[src/include/packer_cfg.svh]
// Word, length and fill widths, queue depth and scheduler drain time
`ifndef PACKER_CFG_SVH
`define PACKER_CFG_SVH

// --------------------
// Data path widths
// --------------------
`define PK_WORD_W 32 // Code and output word
`define PK_LEN_W 6 // Code length, 1 to 32
`define PK_FILL_W 5 // Pending bits, 0 to 31

// --------------------
// Queues and control
// --------------------
`define PK_QUEUE_DEPTH 16

// Pipeline drain after the last Cr read
`define PK_DRAIN_CYCLES 3

`endif

[src/logic/packer_pkg.sv]
// Shared word, length and fill types, component and scheduler state enums
package packer_pkg;

	`include "packer_cfg.svh"

	typedef logic [`PK_WORD_W-1:0] word_t;
	typedef logic [`PK_LEN_W-1:0] len_t;
	typedef logic [`PK_FILL_W-1:0] fill_t;

	// Component being drained
	typedef enum logic [1:0] {
		COMP_Y,
		COMP_CB,
		COMP_CR
	} comp_e;

	typedef enum logic [2:0] {
		IDLE,
		DRAIN_Y,
		DRAIN_CB,
		DRAIN_CR,
		FLUSH
	} sched_state_e;

endpackage

[src/logic/component_queue.sv]
// Circular code word queue with registered read data and valid strobe
`timescale 1ns/1ps
`include "packer_cfg.svh"

module component_queue #(
	parameter int DEPTH = `PK_QUEUE_DEPTH
) (
	input  logic                clk,
	input  logic                rst,
	input  logic                write,
	input  packer_pkg::word_t   write_code,
	input  packer_pkg::len_t    write_len,
	input  logic                read,
	output packer_pkg::word_t   read_code,
	output packer_pkg::len_t    read_len,
	output logic                read_valid,
	output logic                empty
);

	localparam int PTR_W = $clog2(DEPTH);
	localparam int CNT_W = $clog2(DEPTH + 1);

	packer_pkg::word_t code_mem [DEPTH];
	packer_pkg::len_t len_mem [DEPTH];

	logic [PTR_W-1:0] wr_ptr;
	logic [PTR_W-1:0] rd_ptr;
	logic [CNT_W-1:0] count;
	logic full;

	assign empty = (count == '0);
	assign full = (count == CNT_W'(DEPTH));

	// Storage
	always_ff @(posedge clk)
	begin
		if (write)
		begin
			code_mem[wr_ptr] <= write_code;
			len_mem[wr_ptr] <= write_len;
		end
		if (read)
		begin
			read_code <= code_mem[rd_ptr];
			read_len <= len_mem[rd_ptr];
		end
	end

	// Pointers and fill level
	always_ff @(posedge clk)
	begin
		if (rst)
		begin
			wr_ptr <= '0;
			rd_ptr <= '0;
			count <= '0;
			read_valid <= 1'b0;
		end
		else
		begin
			read_valid <= read;
			if (write)
				wr_ptr <= (wr_ptr == PTR_W'(DEPTH - 1)) ? '0 : wr_ptr + 1'b1;
			if (read)
				rd_ptr <= (rd_ptr == PTR_W'(DEPTH - 1)) ? '0 : rd_ptr + 1'b1;
			case ({write, read})
				2'b10: count <= count + 1'b1;
				2'b01: count <= count - 1'b1;
				default: count <= count;
			endcase
		end
	end

	a_no_overflow: assert property (@(posedge clk) disable iff (rst) write |-> !full)
		else $error("write to a full queue");
	a_no_underflow: assert property (@(posedge clk) disable iff (rst) read |-> !empty)
		else $error("read from an empty queue");

endmodule

[src/logic/block_scheduler.sv]
// Block FSM draining the Y, Cb and Cr queues in order, busy level
`timescale 1ns/1ps
`include "packer_cfg.svh"

module block_scheduler (
	input  logic clk,
	input  logic rst,
	input  logic eob,
	input  logic y_empty,
	input  logic cb_empty,
	input  logic cr_empty,
	output logic y_read,
	output logic cb_read,
	output logic cr_read,
	output logic busy
);

	localparam int CNT_W = $clog2(`PK_DRAIN_CYCLES + 1);

	packer_pkg::sched_state_e state;
	packer_pkg::sched_state_e state_next;
	packer_pkg::comp_e active;
	logic draining;
	logic [CNT_W-1:0] flush_cnt;

	// --------------------
	// Component decode
	// --------------------
	always_comb
	begin
		draining = 1'b1;
		case (state)
			packer_pkg::DRAIN_Y: active = packer_pkg::COMP_Y;
			packer_pkg::DRAIN_CB: active = packer_pkg::COMP_CB;
			packer_pkg::DRAIN_CR: active = packer_pkg::COMP_CR;
			default:
			begin
				active = packer_pkg::COMP_Y;
				draining = 1'b0;
			end
		endcase
	end

	// One read per cycle, only to the active queue
	assign y_read = draining && (active == packer_pkg::COMP_Y) && !y_empty;
	assign cb_read = draining && (active == packer_pkg::COMP_CB) && !cb_empty;
	assign cr_read = draining && (active == packer_pkg::COMP_CR) && !cr_empty;

	assign busy = (state != packer_pkg::IDLE);

	// --------------------
	// Next state
	// --------------------
	always_comb
	begin
		state_next = state;
		case (state)
			packer_pkg::IDLE:
				if (eob)
					state_next = packer_pkg::DRAIN_Y;
			packer_pkg::DRAIN_Y:
				if (y_empty)
					state_next = packer_pkg::DRAIN_CB;
			packer_pkg::DRAIN_CB:
				if (cb_empty)
					state_next = packer_pkg::DRAIN_CR;
			packer_pkg::DRAIN_CR:
				if (cr_empty)
					state_next = packer_pkg::FLUSH;
			packer_pkg::FLUSH:
				if (flush_cnt == CNT_W'(`PK_DRAIN_CYCLES - 1))
					state_next = packer_pkg::IDLE;
			default:
				state_next = packer_pkg::IDLE;
		endcase
	end

	always_ff @(posedge clk)
	begin
		if (rst)
		begin
			state <= packer_pkg::IDLE;
			flush_cnt <= '0;
		end
		else
		begin
			state <= state_next;
			if (state == packer_pkg::FLUSH)
				flush_cnt <= flush_cnt + 1'b1; // Aligner and assembler settle
			else
				flush_cnt <= '0;
		end
	end

	a_eob_idle: assert property (@(posedge clk) disable iff (rst) busy |-> !eob)
		else $error("eob while busy");

endmodule

[src/logic/bit_aligner.sv]
// Code masking, placement at the fill offset and fill tracking
`timescale 1ns/1ps
`include "packer_cfg.svh"

module bit_aligner (
	input  logic                clk,
	input  logic                rst,
	input  packer_pkg::word_t   y_code,
	input  packer_pkg::word_t   cb_code,
	input  packer_pkg::word_t   cr_code,
	input  packer_pkg::len_t    y_len,
	input  packer_pkg::len_t    cb_len,
	input  packer_pkg::len_t    cr_len,
	input  logic                y_valid,
	input  logic                cb_valid,
	input  logic                cr_valid,
	output packer_pkg::word_t   aligned_hi,
	output packer_pkg::word_t   aligned_lo,
	output logic                aligned_valid,
	output logic                word_done,
	output packer_pkg::fill_t   orc
);

	packer_pkg::word_t code;
	packer_pkg::word_t mask;
	packer_pkg::len_t len;
	packer_pkg::len_t sum;
	logic [2*`PK_WORD_W-1:0] placed;
	logic valid;

	// Valids are exclusive, so OR the gated inputs
	assign valid = y_valid | cb_valid | cr_valid;
	assign code = ({`PK_WORD_W{y_valid}} & y_code) | ({`PK_WORD_W{cb_valid}} & cb_code)
		| ({`PK_WORD_W{cr_valid}} & cr_code);
	assign len = ({`PK_LEN_W{y_valid}} & y_len) | ({`PK_LEN_W{cb_valid}} & cb_len)
		| ({`PK_LEN_W{cr_valid}} & cr_len);

	assign mask = ~({`PK_WORD_W{1'b1}} >> len); // Top len bits
	assign placed = {code & mask, {`PK_WORD_W{1'b0}}} >> orc;
	assign sum = len + {1'b0, orc};

	always_ff @(posedge clk)
	begin
		if (valid)
		begin
			aligned_hi <= placed[2*`PK_WORD_W-1:`PK_WORD_W];
			aligned_lo <= placed[`PK_WORD_W-1:0];
		end
	end

	always_ff @(posedge clk)
	begin
		if (rst)
		begin
			aligned_valid <= 1'b0;
			word_done <= 1'b0;
			orc <= '0;
		end
		else
		begin
			aligned_valid <= valid;
			word_done <= valid && (sum >= `PK_LEN_W'(`PK_WORD_W));
			if (valid)
				orc <= sum[`PK_FILL_W-1:0]; // mod 32
		end
	end

	a_len_range: assert property (@(posedge clk) disable iff (rst)
		valid |-> (len >= 1 && len <= `PK_LEN_W'(`PK_WORD_W)))
		else $error("code length out of range");
	a_one_valid: assert property (@(posedge clk) disable iff (rst)
		$onehot0({y_valid, cb_valid, cr_valid}))
		else $error("more than one component valid");

endmodule

[src/logic/word_assembler.sv]
// Accumulator merging aligned bits into output words with data_ready
`timescale 1ns/1ps

module word_assembler (
	input  logic                clk,
	input  logic                rst,
	input  packer_pkg::word_t   aligned_hi,
	input  packer_pkg::word_t   aligned_lo,
	input  logic                aligned_valid,
	input  logic                word_done,
	output packer_pkg::word_t   jpeg_bitstream,
	output logic                data_ready
);

	packer_pkg::word_t acc; // Pending bits, MSB aligned

	always_ff @(posedge clk)
	begin
		if (rst)
		begin
			acc <= '0;
			jpeg_bitstream <= '0;
			data_ready <= 1'b0;
		end
		else
		begin
			data_ready <= aligned_valid && word_done;
			if (aligned_valid && word_done)
			begin
				jpeg_bitstream <= acc | aligned_hi;
				acc <= aligned_lo; // Spill into next word
			end
			else if (aligned_valid)
				acc <= acc | aligned_hi;
		end
	end

endmodule

[src/logic/stream_merge_top.sv]
// Stream merger top: three component queues, scheduler, aligner, assembler
`timescale 1ns/1ps

module stream_merge_top (
	input  logic                clk,
	input  logic                rst,
	input  logic                y_write,
	input  packer_pkg::word_t   y_code,
	input  packer_pkg::len_t    y_len,
	input  logic                cb_write,
	input  packer_pkg::word_t   cb_code,
	input  packer_pkg::len_t    cb_len,
	input  logic                cr_write,
	input  packer_pkg::word_t   cr_code,
	input  packer_pkg::len_t    cr_len,
	input  logic                eob,
	output packer_pkg::word_t   jpeg_bitstream,
	output logic                data_ready,
	output packer_pkg::fill_t   orc,
	output logic                busy
);

	logic y_read, cb_read, cr_read;
	logic y_empty, cb_empty, cr_empty;
	logic y_valid, cb_valid, cr_valid;
	packer_pkg::word_t y_rd_code, cb_rd_code, cr_rd_code;
	packer_pkg::len_t y_rd_len, cb_rd_len, cr_rd_len;
	packer_pkg::word_t aligned_hi, aligned_lo;
	logic aligned_valid;
	logic word_done;

	// --------------------
	// Component queues
	// --------------------
	component_queue u_y_queue (
		.clk(clk), .rst(rst),
		.write(y_write), .write_code(y_code), .write_len(y_len),
		.read(y_read), .read_code(y_rd_code), .read_len(y_rd_len),
		.read_valid(y_valid), .empty(y_empty)
	);

	component_queue u_cb_queue (
		.clk(clk), .rst(rst),
		.write(cb_write), .write_code(cb_code), .write_len(cb_len),
		.read(cb_read), .read_code(cb_rd_code), .read_len(cb_rd_len),
		.read_valid(cb_valid), .empty(cb_empty)
	);

	component_queue u_cr_queue (
		.clk(clk), .rst(rst),
		.write(cr_write), .write_code(cr_code), .write_len(cr_len),
		.read(cr_read), .read_code(cr_rd_code), .read_len(cr_rd_len),
		.read_valid(cr_valid), .empty(cr_empty)
	);

	block_scheduler u_scheduler (
		.clk(clk), .rst(rst), .eob(eob),
		.y_empty(y_empty), .cb_empty(cb_empty), .cr_empty(cr_empty),
		.y_read(y_read), .cb_read(cb_read), .cr_read(cr_read),
		.busy(busy)
	);

	// --------------------
	// Packer pipeline
	// --------------------
	bit_aligner u_aligner (
		.clk(clk), .rst(rst),
		.y_code(y_rd_code), .cb_code(cb_rd_code), .cr_code(cr_rd_code),
		.y_len(y_rd_len), .cb_len(cb_rd_len), .cr_len(cr_rd_len),
		.y_valid(y_valid), .cb_valid(cb_valid), .cr_valid(cr_valid),
		.aligned_hi(aligned_hi), .aligned_lo(aligned_lo),
		.aligned_valid(aligned_valid), .word_done(word_done), .orc(orc)
	);

	word_assembler u_assembler (
		.clk(clk), .rst(rst),
		.aligned_hi(aligned_hi), .aligned_lo(aligned_lo),
		.aligned_valid(aligned_valid), .word_done(word_done),
		.jpeg_bitstream(jpeg_bitstream), .data_ready(data_ready)
	);

endmodule

[config.mk]
export PLATFORM = sky130hd
export DESIGN_NAME = stream_merge_top
export DESIGN_NICKNAME = d
export VERILOG_FILES = /design/src/logic/packer_pkg.sv /design/src/logic/component_queue.sv /design/src/logic/block_scheduler.sv /design/src/logic/bit_aligner.sv /design/src/logic/word_assembler.sv /design/src/logic/stream_merge_top.sv
export VERILOG_INCLUDE_DIRS = /design/src /design/src/include
export SDC_FILE = /design/constraint.sdc
export NUM_CORES = 2
export LEC_CHECK = 0
export BUFFER_PORTS_ARGS = -buffer_cell sky130_fd_sc_hd__buf_2
export CAP_MARGIN = 30
export CELL_PAD_IN_SITES_DETAIL_PLACEMENT = 1
export CELL_PAD_IN_SITES_GLOBAL_PLACEMENT = 2
export CORE_MARGIN = 8
export CORE_UTILIZATION = 35
export DETAILED_ROUTE_END_ITERATION = 7
export PLACE_DENSITY = 0.63
export SYNTH_ARGS = -nofsm -noshare
export SYNTH_HDL_FRONTEND = slang
export SYNTH_SLANG_ARGS = --single-unit
[constraint.sdc]
create_clock -name clk -period 4.6 [get_ports clk]
set_input_delay 1.15 -clock clk [delete_from_list [all_inputs] [get_ports clk]]
set_output_delay 1.15 -clock clk [all_outputs]
set_load 0.05 [all_outputs]
==> summary.txt <==
status: complete, but fails checks
failing checks: design-rule violations
I/O pin count: 159
H-tree depth: 4
Max VDD drop: 0.416 mV
Synth Register Bits: 2120
Max-cap violations: 0
post-synth cell types: 86
Hold Crit Class: reg -> reg
RSZ-0062 raised after global routing: false
First DRT Iteration DRCs: 3993
Core ar.: 235000 sq um
# clock sinks: 2120
period utilization: 87.1%
critical path fanouts, max: 31
Pint: 33.8 mW
clk_skew: 0.0507 ns
drt total wl: 218000 um
Tightest Pin Transition: 0.967 ns
Reg power frac: 50.2%
Pins Over Slew Limit: 0
Mapped Nets: 4091
Die Wd: 502 um
Worst R2R Start: u_y_queue.read_valid
clk root buf: clkbuf_16
FF-to-FF End: u_aligner.aligned_hi[4]
synthesized area: 82600 sq um
final setup TNS: 0 ns
post-CTS setup buffers: 0
largest net degree at the start of global routing: 81
die area: 252000 sq um
CP Class: reg -> reg
Syn Area/Cell: 21.0 sq um
Final setup viols: 0
Worst slew margin: 35.5%
DRC viols: 3
Congestion Overflow GR: 0
detailed placement HPWL: 134000 um
Seq/Total Area, Yosys: 75.6%
P&R area growth vs syn: 15.4%
crit path DAT: 4.59 ns
Crit. Startpoint: u_y_queue.read_valid
EDFF count, synth: 2001
CTS tree: yes
Max clock buf depth: 3
gr usage total: 17.0%
Final Net Count: 4373
vias per cell: 5.36
FMAX: 250 MHz
Num CTS Buffers: 219
Final ANT Viol Nets: 0
Worst Setup End Kind: flip-flop
clock share of power: 40.0%
PortBufs: 158
vias in the first global route: 42093
top_reg_cell synth: edfxtp_1
Worst setup endpoint: u_aligner.aligned_hi[4]
Clock transition at path regs: 0.06 ns
switching part of the total: 23.6%
number of cell rows: 178
CP Launch Type: flip-flop
Hold Buf Count CTS: 0
synth warn: 0
R2R cell count: 8
Post-synth ARST share: 0%
Yosys top cell by area: edfxtp_1
share of total power in combinational logic: 9.8%
Synth top cells by count: edfxtp_1 (2001), mux4_2 (578), nor2_1 (223)
Power per Cell Area: 464 nW/um^2
initial core utilization: 35.2%
flop2flop setup slack: 0.59 ns
global-route wire length before repair: 314000 um
worst skew pair latency: 0.84 ns
Mapped Cells: 3934
Min Hold Slack: 0.416 ns
proportion of layout cells with a drive suffix above 1: 29.1%
antenna violations before repair: 69
static leakage: 29.4 nW
Area contributors post-synth: edfxtp_1 (73%), mux4_2 (16%), dfxtp_1 (2.9%)
Final Wtd Congestion: 0.818
switching pwr: 10.4 mW
average wire per standard cell: 28.9 um
1st-pass router iterations: 8
post-CTS sizing: 0
Die Y-Extent: 502 um
DR vias: 40496
Req. time, crit path: 5.18 ns
Synth top area share: 72.7%
final critical-path required period: 4.01 ns
top-count cell post-synth: edfxtp_1
final hold violations: 0
-- power by group through the flow --
stage	combinational, mW	sequential (mW)	clock [mW]
floorplan	2.89	22.3	0
global placement	4.37	22.6	0
detailed placement	4.44	22.6	0
CTS	4.45	22.2	18.1
global route	4.66	22.3	18.8
finish	4.35	22.2	17.7
-- layer usage --
layer | vias to the layer above | global-route usage (%) | part of all wire, %
met1 | 22018 | 24.5 | 45
met3 | 308 | 3.21 | 5.7
met4 | 36 | 3.03 | 1.6
li1 | 17033 | - | -
met5 | - | 0 | 0.10
met2 | 1101 | 27.6 | 48
-- worst min-delay path by stage --
| stage | cells after the start | slack (ns) | end | startpoint |
|---|---|---|---|---|
| 2_1_floorplan | 1 | 0.39 | u_scheduler.flush_cnt[0] | u_scheduler.flush_cnt[0] |
| 5_1_grt | 1 | 0.45 | u_scheduler.flush_cnt[0] | u_scheduler.flush_cnt[0] |
| 3_5_place_dp | 1 | 0.41 | u_scheduler.flush_cnt[0] | u_scheduler.flush_cnt[0] |
| 4_1_cts | 1 | 0.42 | u_scheduler.flush_cnt[0] | u_scheduler.flush_cnt[0] |
| 6_report | 1 | 0.42 | u_scheduler.flush_cnt[0] | u_scheduler.flush_cnt[0] |
| 3_3_place_gp | 1 | 0.40 | u_scheduler.flush_cnt[0] | u_scheduler.flush_cnt[0] |
-- flip-flops by register name, indices dropped and copies added (netlist names), 31 cells and up --
signal	count
u_aligner.aligned_lo	31
u_y_queue.read_code	32
u_cr_queue.read_code	32
u_cb_queue.len_mem	96
u_cb_queue.read_code	32
u_assembler.acc	32
u_cr_queue.len_mem	96
u_aligner.aligned_hi	32
u_assembler.jpeg_bitstream	32
u_cb_queue.code_mem	512
u_y_queue.len_mem	96
u_cr_queue.code_mem	512
u_y_queue.code_mem	512
-- layout make-up --
type                    instances  area (sq um)
fillers                     22276        140000
clock inverters               123          1380
clock buffers                 277          5800
inverters                      34           128
well taps                    3150          3940
diodes                         15          37.5
repair buffers                291          2400
flip-flops and latches       2120         62500
multi-input cells            1550         19100
-- critical path, cell delays in order, from the launching register on --
cell and delay (ns):
dfxtp_1 0.86, a222oi_1 0.25, buf_4 0.32, nand2_1 0.44
a31oi_1 0.09, o31ai_1 0.69, o21ai_0 0.40, o221a_2 0.37
a221oi_1 0.32
-- kinds of logic (layout without fill, tap and decap cells) --
kind of cell / Yosys count / count (layout) / synth area share, %
flip-flops: 2120 / 2120 / 75.6
multiplexers: 625 / 625 / 16.4
AND/OR/NAND/NOR: 537 / 537 / 3.01
AO/OA/AOI/OAI: 327 / 327 / 2.89
buffers and inverters: 264 / 725 / 1.27
adder cells (fa/ha/maj): 37 / 37 / 0.597
XOR/XNOR: 24 / 24 / 0.254
other: 0 / 15 / 0
-- placed cells by master, fill, tap and decap left out, drive strengths merged, types with 33 or more instances in the layout --
cell,netlist,routed
a21oi,73,73
a222oi,40,40
and2,61,61
buf,64,291
clkbuf,166,277
clkinv,2,88
dfxtp,119,119
edfxtp,2001,2001
ha,33,33
inv,32,40
mux2i,35,35
mux4,578,578
nand2,81,81
nor2,223,223
nor3,114,114
o21a,36,36
o21ai,45,45
-- metrics by stage --
step | instances | util, % | power [mW] | worst slack [ns] | cell area (sq um)
3_5_place_dp | 7143 | 37.5 | 27.1 | 0.813 | 88100
4_1_cts | 7543 | 40.5 | 44.8 | 0.781 | 95300
5_1_grt | 7547 | 40.6 | 45.7 | 0.329 | 95300
3_3_place_gp | 7138 | 37.4 | 27.0 | 0.878 | 88000
2_1_floorplan | 3934 | - | 25.2 | 1.03 | 82600
6_report | 7560 | 40.6 | 44.3 | 0.595 | 95300
Power figures use the tool's default switching activity.
